$ cat config.mk
export PLATFORM = sky130hd
export DESIGN_NAME = mempool_spill_register
export DESIGN_NICKNAME = d
export VERILOG_FILES = /design/src/include/mempool_cc_consts.svh /design/src/rtl/mempool_spill_register.sv
export SDC_FILE = /design/constraint.sdc
export NUM_CORES = 1
export LEC_CHECK = 0
export BUFFER_PORTS_ARGS = -buffer_cell sky130_fd_sc_hd__buf_4
export CORE_ASPECT_RATIO = 1.25
export CORE_MARGIN = 5
export CORE_UTILIZATION = 46
export DETAILED_ROUTE_END_ITERATION = 10
export MAX_ROUTING_LAYER = met4
export PLACE_DENSITY = 0.75
export SYNTH_ARGS = -nofsm -noshare
export SYNTH_HDL_FRONTEND = slang
export SYNTH_SLANG_ARGS = --single-unit
$ cat constraint.sdc
create_clock -name clk_i -period 3.5 [get_ports clk_i]
set_clock_uncertainty 0.2 [all_clocks]
set_input_delay 0.7 -clock clk_i [delete_from_list [all_inputs] [get_ports clk_i]]
set_output_delay 0.7 -clock clk_i [all_outputs]
set_load 0.1 [all_outputs]
$ cat src/include/mempool_cc_consts.svh
/*
  Build-time constants of the core complex: data and offload id widths,
  cut register choices and the RV32 major opcodes in use
*/
`ifndef MEMPOOL_CC_CONSTS_SVH
`define MEMPOOL_CC_CONSTS_SVH

`define MCC_XLEN 32
`define MCC_ID_W 5

// 1 inserts the cut, 0 bypasses it
`define MCC_CUT_ACC_REQ  1
`define MCC_CUT_ACC_RSP  1
`define MCC_CUT_TCDM_REQ 0
`define MCC_CUT_TCDM_RSP 0

`define MCC_OPC_OP    7'b0110011
`define MCC_OPC_OPIMM 7'b0010011
`define MCC_OPC_LOAD  7'b0000011
`define MCC_OPC_STORE 7'b0100011

`endif

$ cat src/rtl/mempool_spill_register.sv
/*
  Two-slot valid/ready cut register, optionally bypassed
*/
`timescale 1ns/1ps

module mempool_spill_register #(
  parameter bit Bypass = 1'b0,
  parameter int Width  = 32
) (
  input  logic             clk_i,
  input  logic             rst_i,
  input  logic             valid_i,
  output logic             ready_o,
  input  logic [Width-1:0] data_i,
  output logic             valid_o,
  input  logic             ready_i,
  output logic [Width-1:0] data_o
);

  if (Bypass) begin : gen_bypass
    assign valid_o = valid_i;
    assign ready_o = ready_i;
    assign data_o  = data_i;
  end else begin : gen_spill
    logic             a_full_q, b_full_q;
    logic [Width-1:0] a_data_q, b_data_q;
    logic             a_fill, a_drain, b_fill, b_drain;

    // Slot A takes new input, slot B holds the older word on a stall
    assign a_fill  = valid_i & ready_o;
    assign a_drain = a_full_q & ~b_full_q;
    assign b_fill  = a_drain & ~ready_i;
    assign b_drain = b_full_q & ready_i;

    always_ff @(posedge clk_i or posedge rst_i) begin
      if (rst_i) begin
        a_full_q <= 1'b0;
        b_full_q <= 1'b0;
      end else begin
        if (a_fill || a_drain) begin
          a_full_q <= a_fill;
        end
        if (b_fill || b_drain) begin
          b_full_q <= b_fill;
        end
      end
    end

    always_ff @(posedge clk_i) begin
      if (a_fill) begin
        a_data_q <= data_i;
      end
      if (b_fill) begin
        b_data_q <= a_data_q;
      end
    end

    // Ready only looks at the local slots
    assign ready_o = ~a_full_q | ~b_full_q;
    assign valid_o = a_full_q | b_full_q;
    assign data_o  = b_full_q ? b_data_q : a_data_q;
  end

endmodule

==> metrics.md, run 1 <==
| Metric | Value |
|---|---|
| Max Used Layer | `met4` |
| Drt first-iter violations | `62` |
| CP max stage cell | `dfrtp_2` |
| Slowest stage delay, CP | `approximately 1 ns` |
| Period utilisation layout | `0.831` |
| CP Class | `reg2out` |
| Layout cell share with drive strength beyond 1 | `0.625` |
| Synth top area share | `0.778` |
| WL final | `roughly 4.4 mm` |
| Filler instances | `approximately 360` |
| Final hold vios | `0` |
| Chip Width | `about 76 um` |
| FMAX | `344 MHz` |
| PortBufs | `a little under 70` |
| Reg-to-reg endpoint | `gen_spill.a_data_q[0]` |
| Clock transition at path regs | `roughly 0.07 ns` |
| Die span in y | `a little over 90 um` |
| Worst EP arrival | `2.01 ns` |
| Pwr per Cell Area | `about 600 nW/um2` |
| # diodes | `0` |
| CTS tree | `yes` |
| Post-layout util | `0.631` |
| Final ANT Viol Nets | `0` |
| Number of synthesized flops with an enable pin | `64` |
| Design Power | `about 2000 uW` |
| Critical Path, Cell by Cell | `mux2_2 -> buf_4` |
| WL/cell | `17.2 um` |
| Syn Inst Count | `between 100 and 150` |
| WL met3 | `between 200 and 300 um` |
| Clock root buffer | `clkbuf_8` |
| Mapped Area | `2470 um2` |
| Final Setup Violations | `0` |
| Transition time of the tightest slew-check pin | `around 0.96 ns` |
| Slew margin rel. | `0.362` |
| Share of the yosys chip area belonging to registers | `0.798` |
| Mapped Nets | `145` |
| Via count of the routed design | `1218` |
| IO Pins | `70` |
| Clock sink count | `66` |
| Commonest cells post-synth | `edfxtp_1 (64), mux2_2 (18), mux2_4 (14)` |
| Largest buffer count on any clock path | `2` |
| Total GRT Usage | `0.141` |
| Largest net degree at the start of global routing | `39` |
| Post-synthesis cell type count | `13` |
| Post-route insts no fill | `254` |
| Grt total ovfl | `0` |
| TritonRoute pass-1 iters | `3` |
| Worst min path class | `reg2reg` |
| Met2 WL | `2.46 mm` |
| Placed insts | `around 240` |
| Cell Area, Placed | `3070 um2` |
| RSZ-0062 raised after global routing | `no` |
| GPL Wtd Cong | `0.706` |
| Vias in the first global route | `around 1300` |
| Hpwl dp | `around 3.1 mm` |
| Ys Warns | `0` |
| Initial antenna violation count | `0` |
| Syn avg cell area | `approximately 23 um2` |
| CTS H-tree depth | `3` |
| Max Cap Viol | `0` |
| Residual DRC | `0` |
| Critical R2R Launch | `gen_spill.b_full_q` |
| Reg-to-reg slack, setup | `between 1 and 1.5 ns` |
| FFs w/ async S/R, synth | `0.0303` |
| Critical Path RT | `between 2 and 3 ns` |
| Synth Register Bits | `66` |
| Crit Path Max Fanout | `38` |
| Row Count | `29` |
| Num CTS Buffers | `9` |
| CP Launch Type | `register` |
| Leakage | `0.00127 uW` |
| WHS Endpoint | `gen_spill.b_data_q[29]` |
| Initial Util | `0.479` |
| Clock latency at the later pin of the worst-skew pair | `roughly 0.33 ns` |
| Most common cell in the synthesized netlist | `edfxtp_1` |
| Final critical-path required period | `2.91 ns` |
| Status | `complete, no violations` |
| Worst r2r path cells | `2` |
| Top FF cell, synth | `edfxtp_1` |
| Setup TNS Final | `0 ns` |
| Hold Path Origin | `gen_spill.a_data_q[29]` |
| Core area | `5150 um2` |
| Hold Crit Depth | `0` |
| Maximum vdd drop | `0.464 mV` |
| Max Slew Vio Count | `0` |
| Area Growth Syn to Fin | `31.6%` |
| First-pass GRT wire length | `6.71 mm` |
| Crit. End Element | `primary output` |
| Die ar. | `approximately 6900 um2` |
| Via density per instance | `between 4 and 5` |
| Design Area, Final | `~3300 um2` |
| Met1 Wirelength | `1.54 mm` |
| Top cells by area, synth | `edfxtp_1 (78%), mux2_4 (8.5%), mux2_2 (8.2%)` |
| Final net count | `~220` |
| Dominant cell type by area after synthesis | `edfxtp_1` |
==> power by group <==
part | switching (uW) | internal [uW]
Sequential | 32.6 | 922
Clock | 248 | 320
Combinational | 321 | 120
==> layer usage <==
layer  up-vias  global-route usage
met2        36               0.229
met3        10              0.0339
li1        585                   -
met4         0              0.0962
met1       587               0.145
met5         -                   -
==> flip-flops by register name (all words and copies together), names as in the netlist <==
name,count
gen_spill.a_data_q,32
gen_spill.a_full_q,1
gen_spill.b_data_q,32
gen_spill.b_full_q,1
==> layout make-up <==
type / instances / area (um2) / area share
Clock buffer: 11 / 131 / 0.0404
Clock inverter: 4 / 43.8 / 0.0135
Inverter: 1 / 3.75 / 0.00115
Multi-Input combinational cell: 38 / 478 / 0.147
Sequential cell: 66 / 1970 / 0.607
Tap cell: 62 / 77.6 / 0.0239
Timing Repair Buffer: 72 / 543 / 0.167
==> layout by cell type, fill, tap and decap left out <==
master,n
edfxtp_1,64
nor3b_4,1
clkbuf_8,9
clkbuf_1,2
dlygate4sd3_1,1
a21boi_4,1
dfrtp_1,1
inv_1,1
clkinv_2,2
nand2_1,1
mux2_4,14
o21ba_2,1
bufinv_16,1
clkinv_1,1
mux2_2,18
dfrtp_2,1
buf_4,71
or2_2,1
a21o_1,1
==> how the worst max path moves through the flow <==
stage / slack (ns) / startpoint / endpoint
floorplan: 0.59 / valid_i / gen_spill.a_data_q[0]
global placement: 0.98 / gen_spill.b_full_q / data_o[10]
detailed placement: 0.92 / gen_spill.b_full_q / data_o[30]
CTS: 0.53 / gen_spill.b_full_q / data_o[30]
global route: 0.49 / gen_spill.b_full_q / data_o[7]
finish: 0.59 / gen_spill.b_full_q / data_o[9]
==> what timing repair did <==
item                      in CTS  in global routing
setup buffers                  0                  0
resized for setup              0                  0
hold buffers                   1                  0
hold endpoints to repair       1                  0
==> metrics by stage <==
step / setup WS [ns] / hold WS (ns)
2_1_floorplan: 0.592 / 0.222
3_3_place_gp: 0.982 / 0.225
3_5_place_dp: 0.921 / 0.235
4_1_cts: 0.532 / 0.251
5_1_grt: 0.491 / 0.265
6_report: 0.591 / 0.245
==> cells by family after synthesis <==
kind of cell	count (synthesis)	synth area share
flip-flops	66	0.798
AND/OR/NAND/NOR	3	0.00709
buffers and inverters	5	0.0172
AO/OA/AOI/OAI	3	0.0101
multiplexers	32	0.167
==> critical path, delay by kind of cell, from the launching register on <==
family / cells / cell delay (ns)
buffers and inverters: 1 / 0.23
muxes: 1 / 0.42
DFF: 1 / 0.99
(Power assumes the default switching activity.)
==> run 2: changes to the inputs <==
CORE_UTILIZATION = 50   (was 46)
PLACE_DENSITY = 0.77   (was 0.75)
clock period = 2.9 ns   (was 3.5 ns; I/O delays follow)
==> metrics.md, run 2 (synthesized netlist as in run 1, its figures left out) <==
| Metric | Value |
|---|---|
| Status | `complete, no violations` |
| Critical R2R Launch | `gen_spill.b_full_q` |
| Worst EP arrival | `2.02 ns (about the same)` |
| Crit. Startpoint | `gen_spill.b_full_q` |
| Design Power | `2290 uW (+17%)` |
| Crit. End Element | `primary output` |
| Biggest regs | `gen_spill.a_data_q x32, gen_spill.b_data_q x32` |
| Row Count | `28 (-3.4%)` |
| Initial Util | `0.518 (+0.0390)` |
| # diodes | `0 (unchanged)` |
| Die ar. | `6450 um2 (-7.1%)` |
| CP Launch Type | `register` |
| Max Cap Viol | `0 (unchanged)` |
| Layout cell share with drive strength beyond 1 | `0.624 (-0.00129)` |
| Setup TNS Final | `0 ns (unchanged)` |
| Clock transition at path regs | `0.06 ns (about the same)` |
| Final hold vios | `0 (unchanged)` |
| WL/cell | `17.4 um (+1.3%)` |
| Final Setup Violations | `0 (unchanged)` |
| Final net count | `225 (+0.45%)` |
| Via density per instance | `4.97 (+3.7%)` |
| Largest buffer count on any clock path | `2 (unchanged)` |
| Most common cell after layout, fill and taps aside | `buf_4` |
| Reg-to-reg endpoint | `gen_spill.b_data_q[27]` |
| FMAX | `between 300 and 400 MHz` |
| Slew margin rel. | `0.350 (-0.0115)` |
| Placed insts | `237 (-0.42%)` |
| Residual DRC | `0 (unchanged)` |
| Chip Width | `72.9 um (-3.5%)` |
| Critical Path RT | `2.12 ns (-0.48 ns)` |
| Final ANT Viol Nets | `0 (unchanged)` |
| Critical Path, Cell by Cell | `mux2_2 -> buf_4` |
| Via count of the routed design | `1263 (+3.7%)` |
| Commonest non-fill, non-tap cells in the layout | `buf_4 (71), edfxtp_1 (64), mux2_2 (18)` |
| CTS tree | `yes` |
| Reg-to-reg slack, setup | `0.72 ns (-0.55 ns)` |
| Clock latency at the later pin of the worst-skew pair | `0.32 ns (about the same)` |
| Pwr per Cell Area | `707 nW/um2 (+17%)` |
| Total GRT Usage | `0.149 (+0.00843)` |
| Worst min path class | `in2reg` |
| Critical path capture point | `data_o[5]` |
| Post-route insts no fill | `254 (unchanged)` |
| Vias in the first global route | `1350 (+0.67%)` |
| WL final | `4.43 mm (+1.3%)` |
| Leakage | `0.00127 uW (about the same)` |
| Slowest stage delay, CP | `1.00 ns (about the same)` |
| Area Growth Syn to Fin | `31.5%` |
| Initial antenna violation count | `0 (unchanged)` |
| IO Pins | `70 (unchanged)` |
| First-pass GRT wire length | `6.71 mm (unchanged)` |
| Transition time of the tightest slew-check pin | `0.974 ns (+0.0173 ns)` |
| WP buf/inv | `1 (unchanged)` |
| Num CTS Buffers | `9 (unchanged)` |
| Worst r2r path cells | `2 (unchanged)` |
| CP Class | `reg2out` |
| Grt total ovfl | `0 (unchanged)` |
| RSZ-0062 raised after global routing | `no` |
| Core area | `4760 um2 (-7.5%)` |
| Maximum vdd drop | `0.429 mV (-7.7%)` |
| Clock root buffer | `clkbuf_8` |
| Max Slew Vio Count | `0 (unchanged)` |
| Die span in y | `88.6 um (-3.6%)` |
| Period utilisation layout | `0.965` |
| Hold Crit Depth | `1 (+1)` |
| Drt first-iter violations | `52 (-16%)` |
| Crit Path Max Fanout | `38 (unchanged)` |
| Hpwl dp | `3.17 mm (+2.1%)` |
| Cell family with most CP delay | `flip-flops` |
| GPL Wtd Cong | `0.641 (-9.1%)` |
| Post-CTS resize count | `0 (unchanged)` |
| Final critical-path required period | `approximately 2.8 ns` |
| Post-CTS setup buffer count | `0 (unchanged)` |
| CTS H-tree depth | `3 (unchanged)` |
| PortBufs | `69 (unchanged)` |
| Number of cells on the critical path | `2 (unchanged)` |
| TritonRoute pass-1 iters | `4 (+1)` |
| CP max stage cell | `dfrtp_2` |
| Clock sink count | `66 (unchanged)` |
| Largest net degree at the start of global routing | `39 (unchanged)` |
-- run 2: changes by cell type in the layout (fill, tap and decap cells not counted), sizes merged --
cell	delta
buf	+1
bufinv	-1
clkbuf	+1
clkinv	+1
-- run 2: stage by stage --
| stage | setup slack, ns | area, um2 | utilization | hold WS, ns |
|---|---|---|---|---|
| 5_1_grt | 0.0138 | 3250 | 0.681 | 0.204 |
| 3_5_place_dp | 0.433 | 3080 | 0.647 | 0.231 |
| 4_1_cts | 0.0769 | 3250 | 0.681 | 0.208 |
| 6_report | 0.103 | 3250 | 0.681 | 0.227 |
| 3_3_place_gp | 0.474 | 3080 | 0.647 | 0.228 |
| 2_1_floorplan | 0.112 | 2470 | - | 0.121 |
-- run 2: area by class of cell --
cell class	instances	area (um2)
clock inverters	4	18.8
repair buffers	73	563
inverters	1	3.75
multi-input cells	38	478
fillers	342	1520
flip-flops and latches	66	1970
well taps	60	75.1
clock buffers	12	135
-- run 2: where the power goes --
group,leakage (uW),internal [uW],total [uW],switching [uW]
logic,0.000565,148,538,390
clock network,0.0000816,303,605,301
registers,0.000627,1110,1150,38.7
total,0.00127,1560,2290,730
-- run 2: worst register-to-register path, delay by kind of cell (launching register included) --
family        cells  cell delay, ns
buf+inv           1            0.26
flops             1            0.75
simple gates      1            0.67
-- run 2: per-layer routing --
layer  wire length (um)  track usage  up-vias
met3                227       0.0364        9
met5                  0            -        -
met4                 85       0.0755        0
met2               2460        0.253       42
met1               1660        0.162      622
li1                   -            -      590
-- run 2: timing repair --
action	4_1_cts	5_1_grt
endpoints found under the setup margin	0	0
hold buffers	1	0
hold endpoints to repair	2	0
-- run 2: worst min path at each step --
stage / start / endpoint
2_1_floorplan: rst_i / gen_spill.a_full_q
3_3_place_gp: gen_spill.a_data_q[9] / gen_spill.b_data_q[9]
3_5_place_dp: gen_spill.a_data_q[10] / gen_spill.b_data_q[10]
4_1_cts: data_i[27] / gen_spill.a_data_q[27]
5_1_grt: data_i[23] / gen_spill.a_data_q[23]
6_report: data_i[27] / gen_spill.a_data_q[27]
==> run 3: changes to the inputs <==
ABC_AREA = 1   (was not set)
==> metrics.md, run 3 <==
| Metric | Value |
|---|---|
| Switch Pwr | `776 uW (+6.3%)` |
| Crit Path Max Fanout | `33 (-13%)` |
| Ys Warns | `0 (unchanged)` |
| Mapped Nets | `216 (+49%)` |
| Grt total ovfl | `0 (unchanged)` |
| Die ar. | `6540 um2 (+1.4%)` |
| Initial antenna violation count | `0 (unchanged)` |
| CTS tree | `yes` |
| Clock root buffer | `clkbuf_8` |
| Sequential share of power | `0.474 (-0.028)` |
| Vias in the first global route | `1500 (+11%)` |
| Pwr per Cell Area | `736 nW/um2 (+4.1%)` |
| Multi-input gate area | `439 um2 (-8.1%)` |
| WL/cell | `13.6 um (-22%)` |
| Post-layout util | `0.678 (-0.00367)` |
| Final hold vios | `0 (unchanged)` |
| Setup ws final | `0.509 ns (+0.406 ns)` |
| Clock transition at path regs | `0.07 ns (about the same)` |
| Top FF cell, synth | `edfxtp_1` |
| Comb pwr share | `0.242 (+0.007)` |
| Share of the yosys chip area belonging to registers | `0.786 (-0.0123)` |
| Final Setup Violations | `0 (unchanged)` |
| Dominant cell type by area after synthesis | `edfxtp_1` |
| DP Worst Slack | `0.853 ns (+0.421 ns)` |
| Largest net degree at the start of global routing | `34 (-13%)` |
| Status | `complete, no violations` |
| Commonest non-fill, non-tap cells in the layout | `nand2_1 (86), buf_4 (72), edfxtp_1 (64)` |
| Layout cell share with drive strength beyond 1 | `0.382 (-0.242)` |
| CTS H-tree depth | `3 (unchanged)` |
| Area Growth Syn to Fin | `29.7%` |
| Worst min path class | `in2reg` |
| Die span in y | `89.2 um (+0.69%)` |
| Mapped Area | `2510 um2 (+1.6%)` |
| CP Launch Type | `register` |
| Most common cell after layout, fill and taps aside | `nand2_1` |
| Most common cell in the synthesized netlist | `nand2_1` |
| Biggest regs | `gen_spill.a_data_q x32, gen_spill.b_data_q x32` |
| Row Count | `28 (unchanged)` |
| Final net count | `294 (+31%)` |
| Largest buffer count on any clock path | `2 (unchanged)` |
| Num CTS Buffers | `9 (unchanged)` |
| Drt first-iter violations | `120 (+130%)` |
| FMAX | `418 MHz (+17%)` |
| Syn Inst Count | `180 (+65%)` |
| Transition time of the tightest slew-check pin | `0.613 ns (-0.361 ns)` |
| Final critical-path required period | `2.39 ns (-0.406 ns)` |
| Clock latency at the later pin of the worst-skew pair | `0.33 ns (about the same)` |
| First-pass GRT wire length | `7.01 mm (+4.5%)` |
| Clock power share | `0.284 (+0.020)` |
| Syn avg cell area | `13.9 um2 (-38%)` |
| Hold_ws | `0.225 ns (-0.00224 ns)` |
| Post-synthesis cell type count | `11 (-2)` |
| Chip Width | `73.4 um (+0.67%)` |
| Max Cap Viol | `0 (unchanged)` |
| Sw Ratio | `0.324 (+0.00606)` |
| Filler instances | `345 (+0.88%)` |
| WL final | `4.37 mm (-1.4%)` |
| Top cells by area, synth | `edfxtp_1 (77%), nand2_1 (13%), nand2_2 (3.2%)` |
| Total GRT Usage | `0.154 (+0.00515)` |
| Post-CTS setup buffer count | `0 (unchanged)` |
| Slew margin rel. | `0.590 (+0.240)` |
| Critical Path RT | `2.12 ns (about the same)` |
| PortBufs | `69 (unchanged)` |
| Clock sink count | `66 (unchanged)` |
| Setup TNS Final | `0 ns (unchanged)` |
| Design Power | `2390 uW (+4.3%)` |
| Synth top area share | `0.766 (-0.0120)` |
| RSZ-0062 raised after global routing | `no` |
| GPL Wtd Cong | `0.670 (+4.5%)` |
| Core area | `4800 um2 (+0.74%)` |
| CP Class | `reg2out` |
| Final ANT Viol Nets | `0 (unchanged)` |
| Hold Buf Count CTS | `1 (unchanged)` |
| Via count of the routed design | `1493 (+18%)` |
| Worst EP arrival | `1.61 ns (-0.41 ns)` |
| Period utilisation layout | `0.825 (-0.140)` |
| Max Slew Vio Count | `0 (unchanged)` |
| Synth Register Bits | `66 (unchanged)` |
| Maximum vdd drop | `0.430 mV (+0.38%)` |
| Post-CTS resize count | `0 (unchanged)` |
| Leakage | `0.00140 uW (+9.8%)` |
| Hpwl dp | `3.01 mm (-5.0%)` |
| Crit. End Element | `primary output` |
| TritonRoute pass-1 iters | `4 (unchanged)` |
| FFs w/ async S/R, synth | `0.0303 (unchanged)` |
| Initial Util | `0.523 (+0.00430)` |
| Via density per instance | `4.64 (-6.8%)` |
| # diodes | `0 (unchanged)` |
| Commonest cells post-synth | `nand2_1 (86), edfxtp_1 (64), nand2_2 (13)` |
| IO Pins | `70 (unchanged)` |
| Reg area | `1970 um2 (about the same)` |
| Residual DRC | `0 (unchanged)` |
| Pint | `1620 uW (+3.4%)` |
| Number of synthesized flops with an enable pin | `64 (unchanged)` |
run 3: changes by cell type after synthesis, moves of 2 or more:
cell,delta
nand2_1,+85
inv_1,+2
mux2_4,-14
nand2_2,+13
nor2_1,+3
buf_6,+2
mux2_2,-18
run 3: metrics by stage:
step	area, um2	instances
after detailed placement	3070	306
after floorplan	2510	180
final	3250	322
after global routing	3250	322
after global placement	3070	306
after CTS	3250	322
run 3: layout make-up:
class	instances	area share
flip-flops and latches	66	0.606
well taps	60	0.0231
inverters	4	0.00692
clock buffers	10	0.0392
multi-input cells	103	0.135
repair buffers	74	0.175
clock inverters	5	0.0142
run 3: logic make-up after synthesis:
kind of cell           count (synthesis)  share of synthesized area
buffers and inverters                 11                     0.0449
AND/OR/NAND/NOR                      102                      0.166
flip-flops                            66                      0.786
AO/OA/AOI/OAI                          1                    0.00349
run 3: power by group through the flow:
stage               clock network [uW]  logic [uW]  registers [uW]
finish                             680         578            1130
floorplan                            0         453            1150
CTS                                700         583            1140
global placement                     0         577            1150
detailed placement                   0         581            1150
global route                       748         603            1140
run 3: worst max-delay path, cell delays in order (launching register included):
cell and delay (ns):
dfrtp_1 0.39, buf_4 0.22, inv_8 0.20, nand2_1 0.09
nand2_1 0.08, buf_4 0.29
run 3: worst paths after layout:
path	from	end	slack, ns	cells after the start
min	data_i[15]	gen_spill.a_data_q[15]	0.23	1
max in group asynchronous	rst_i	gen_spill.b_full_q	1.92	3
min in group asynchronous	rst_i	gen_spill.a_full_q	0.47	3
max	gen_spill.b_full_q	data_o[28]	0.51	5
min reg2reg	gen_spill.a_data_q[14]	gen_spill.b_data_q[14]	0.25	0
max reg2reg	gen_spill.b_full_q	gen_spill.b_data_q[25]	0.93	5
run 3: routing by layer:
layer | vias up | track usage | routed length, um
li1 | 759 | - | -
met4 | 0 | 0.0939 | 120
met5 | - | - | 0
met2 | 51 | 0.244 | 2230
met1 | 674 | 0.178 | 1760
met3 | 9 | 0.0360 | 257
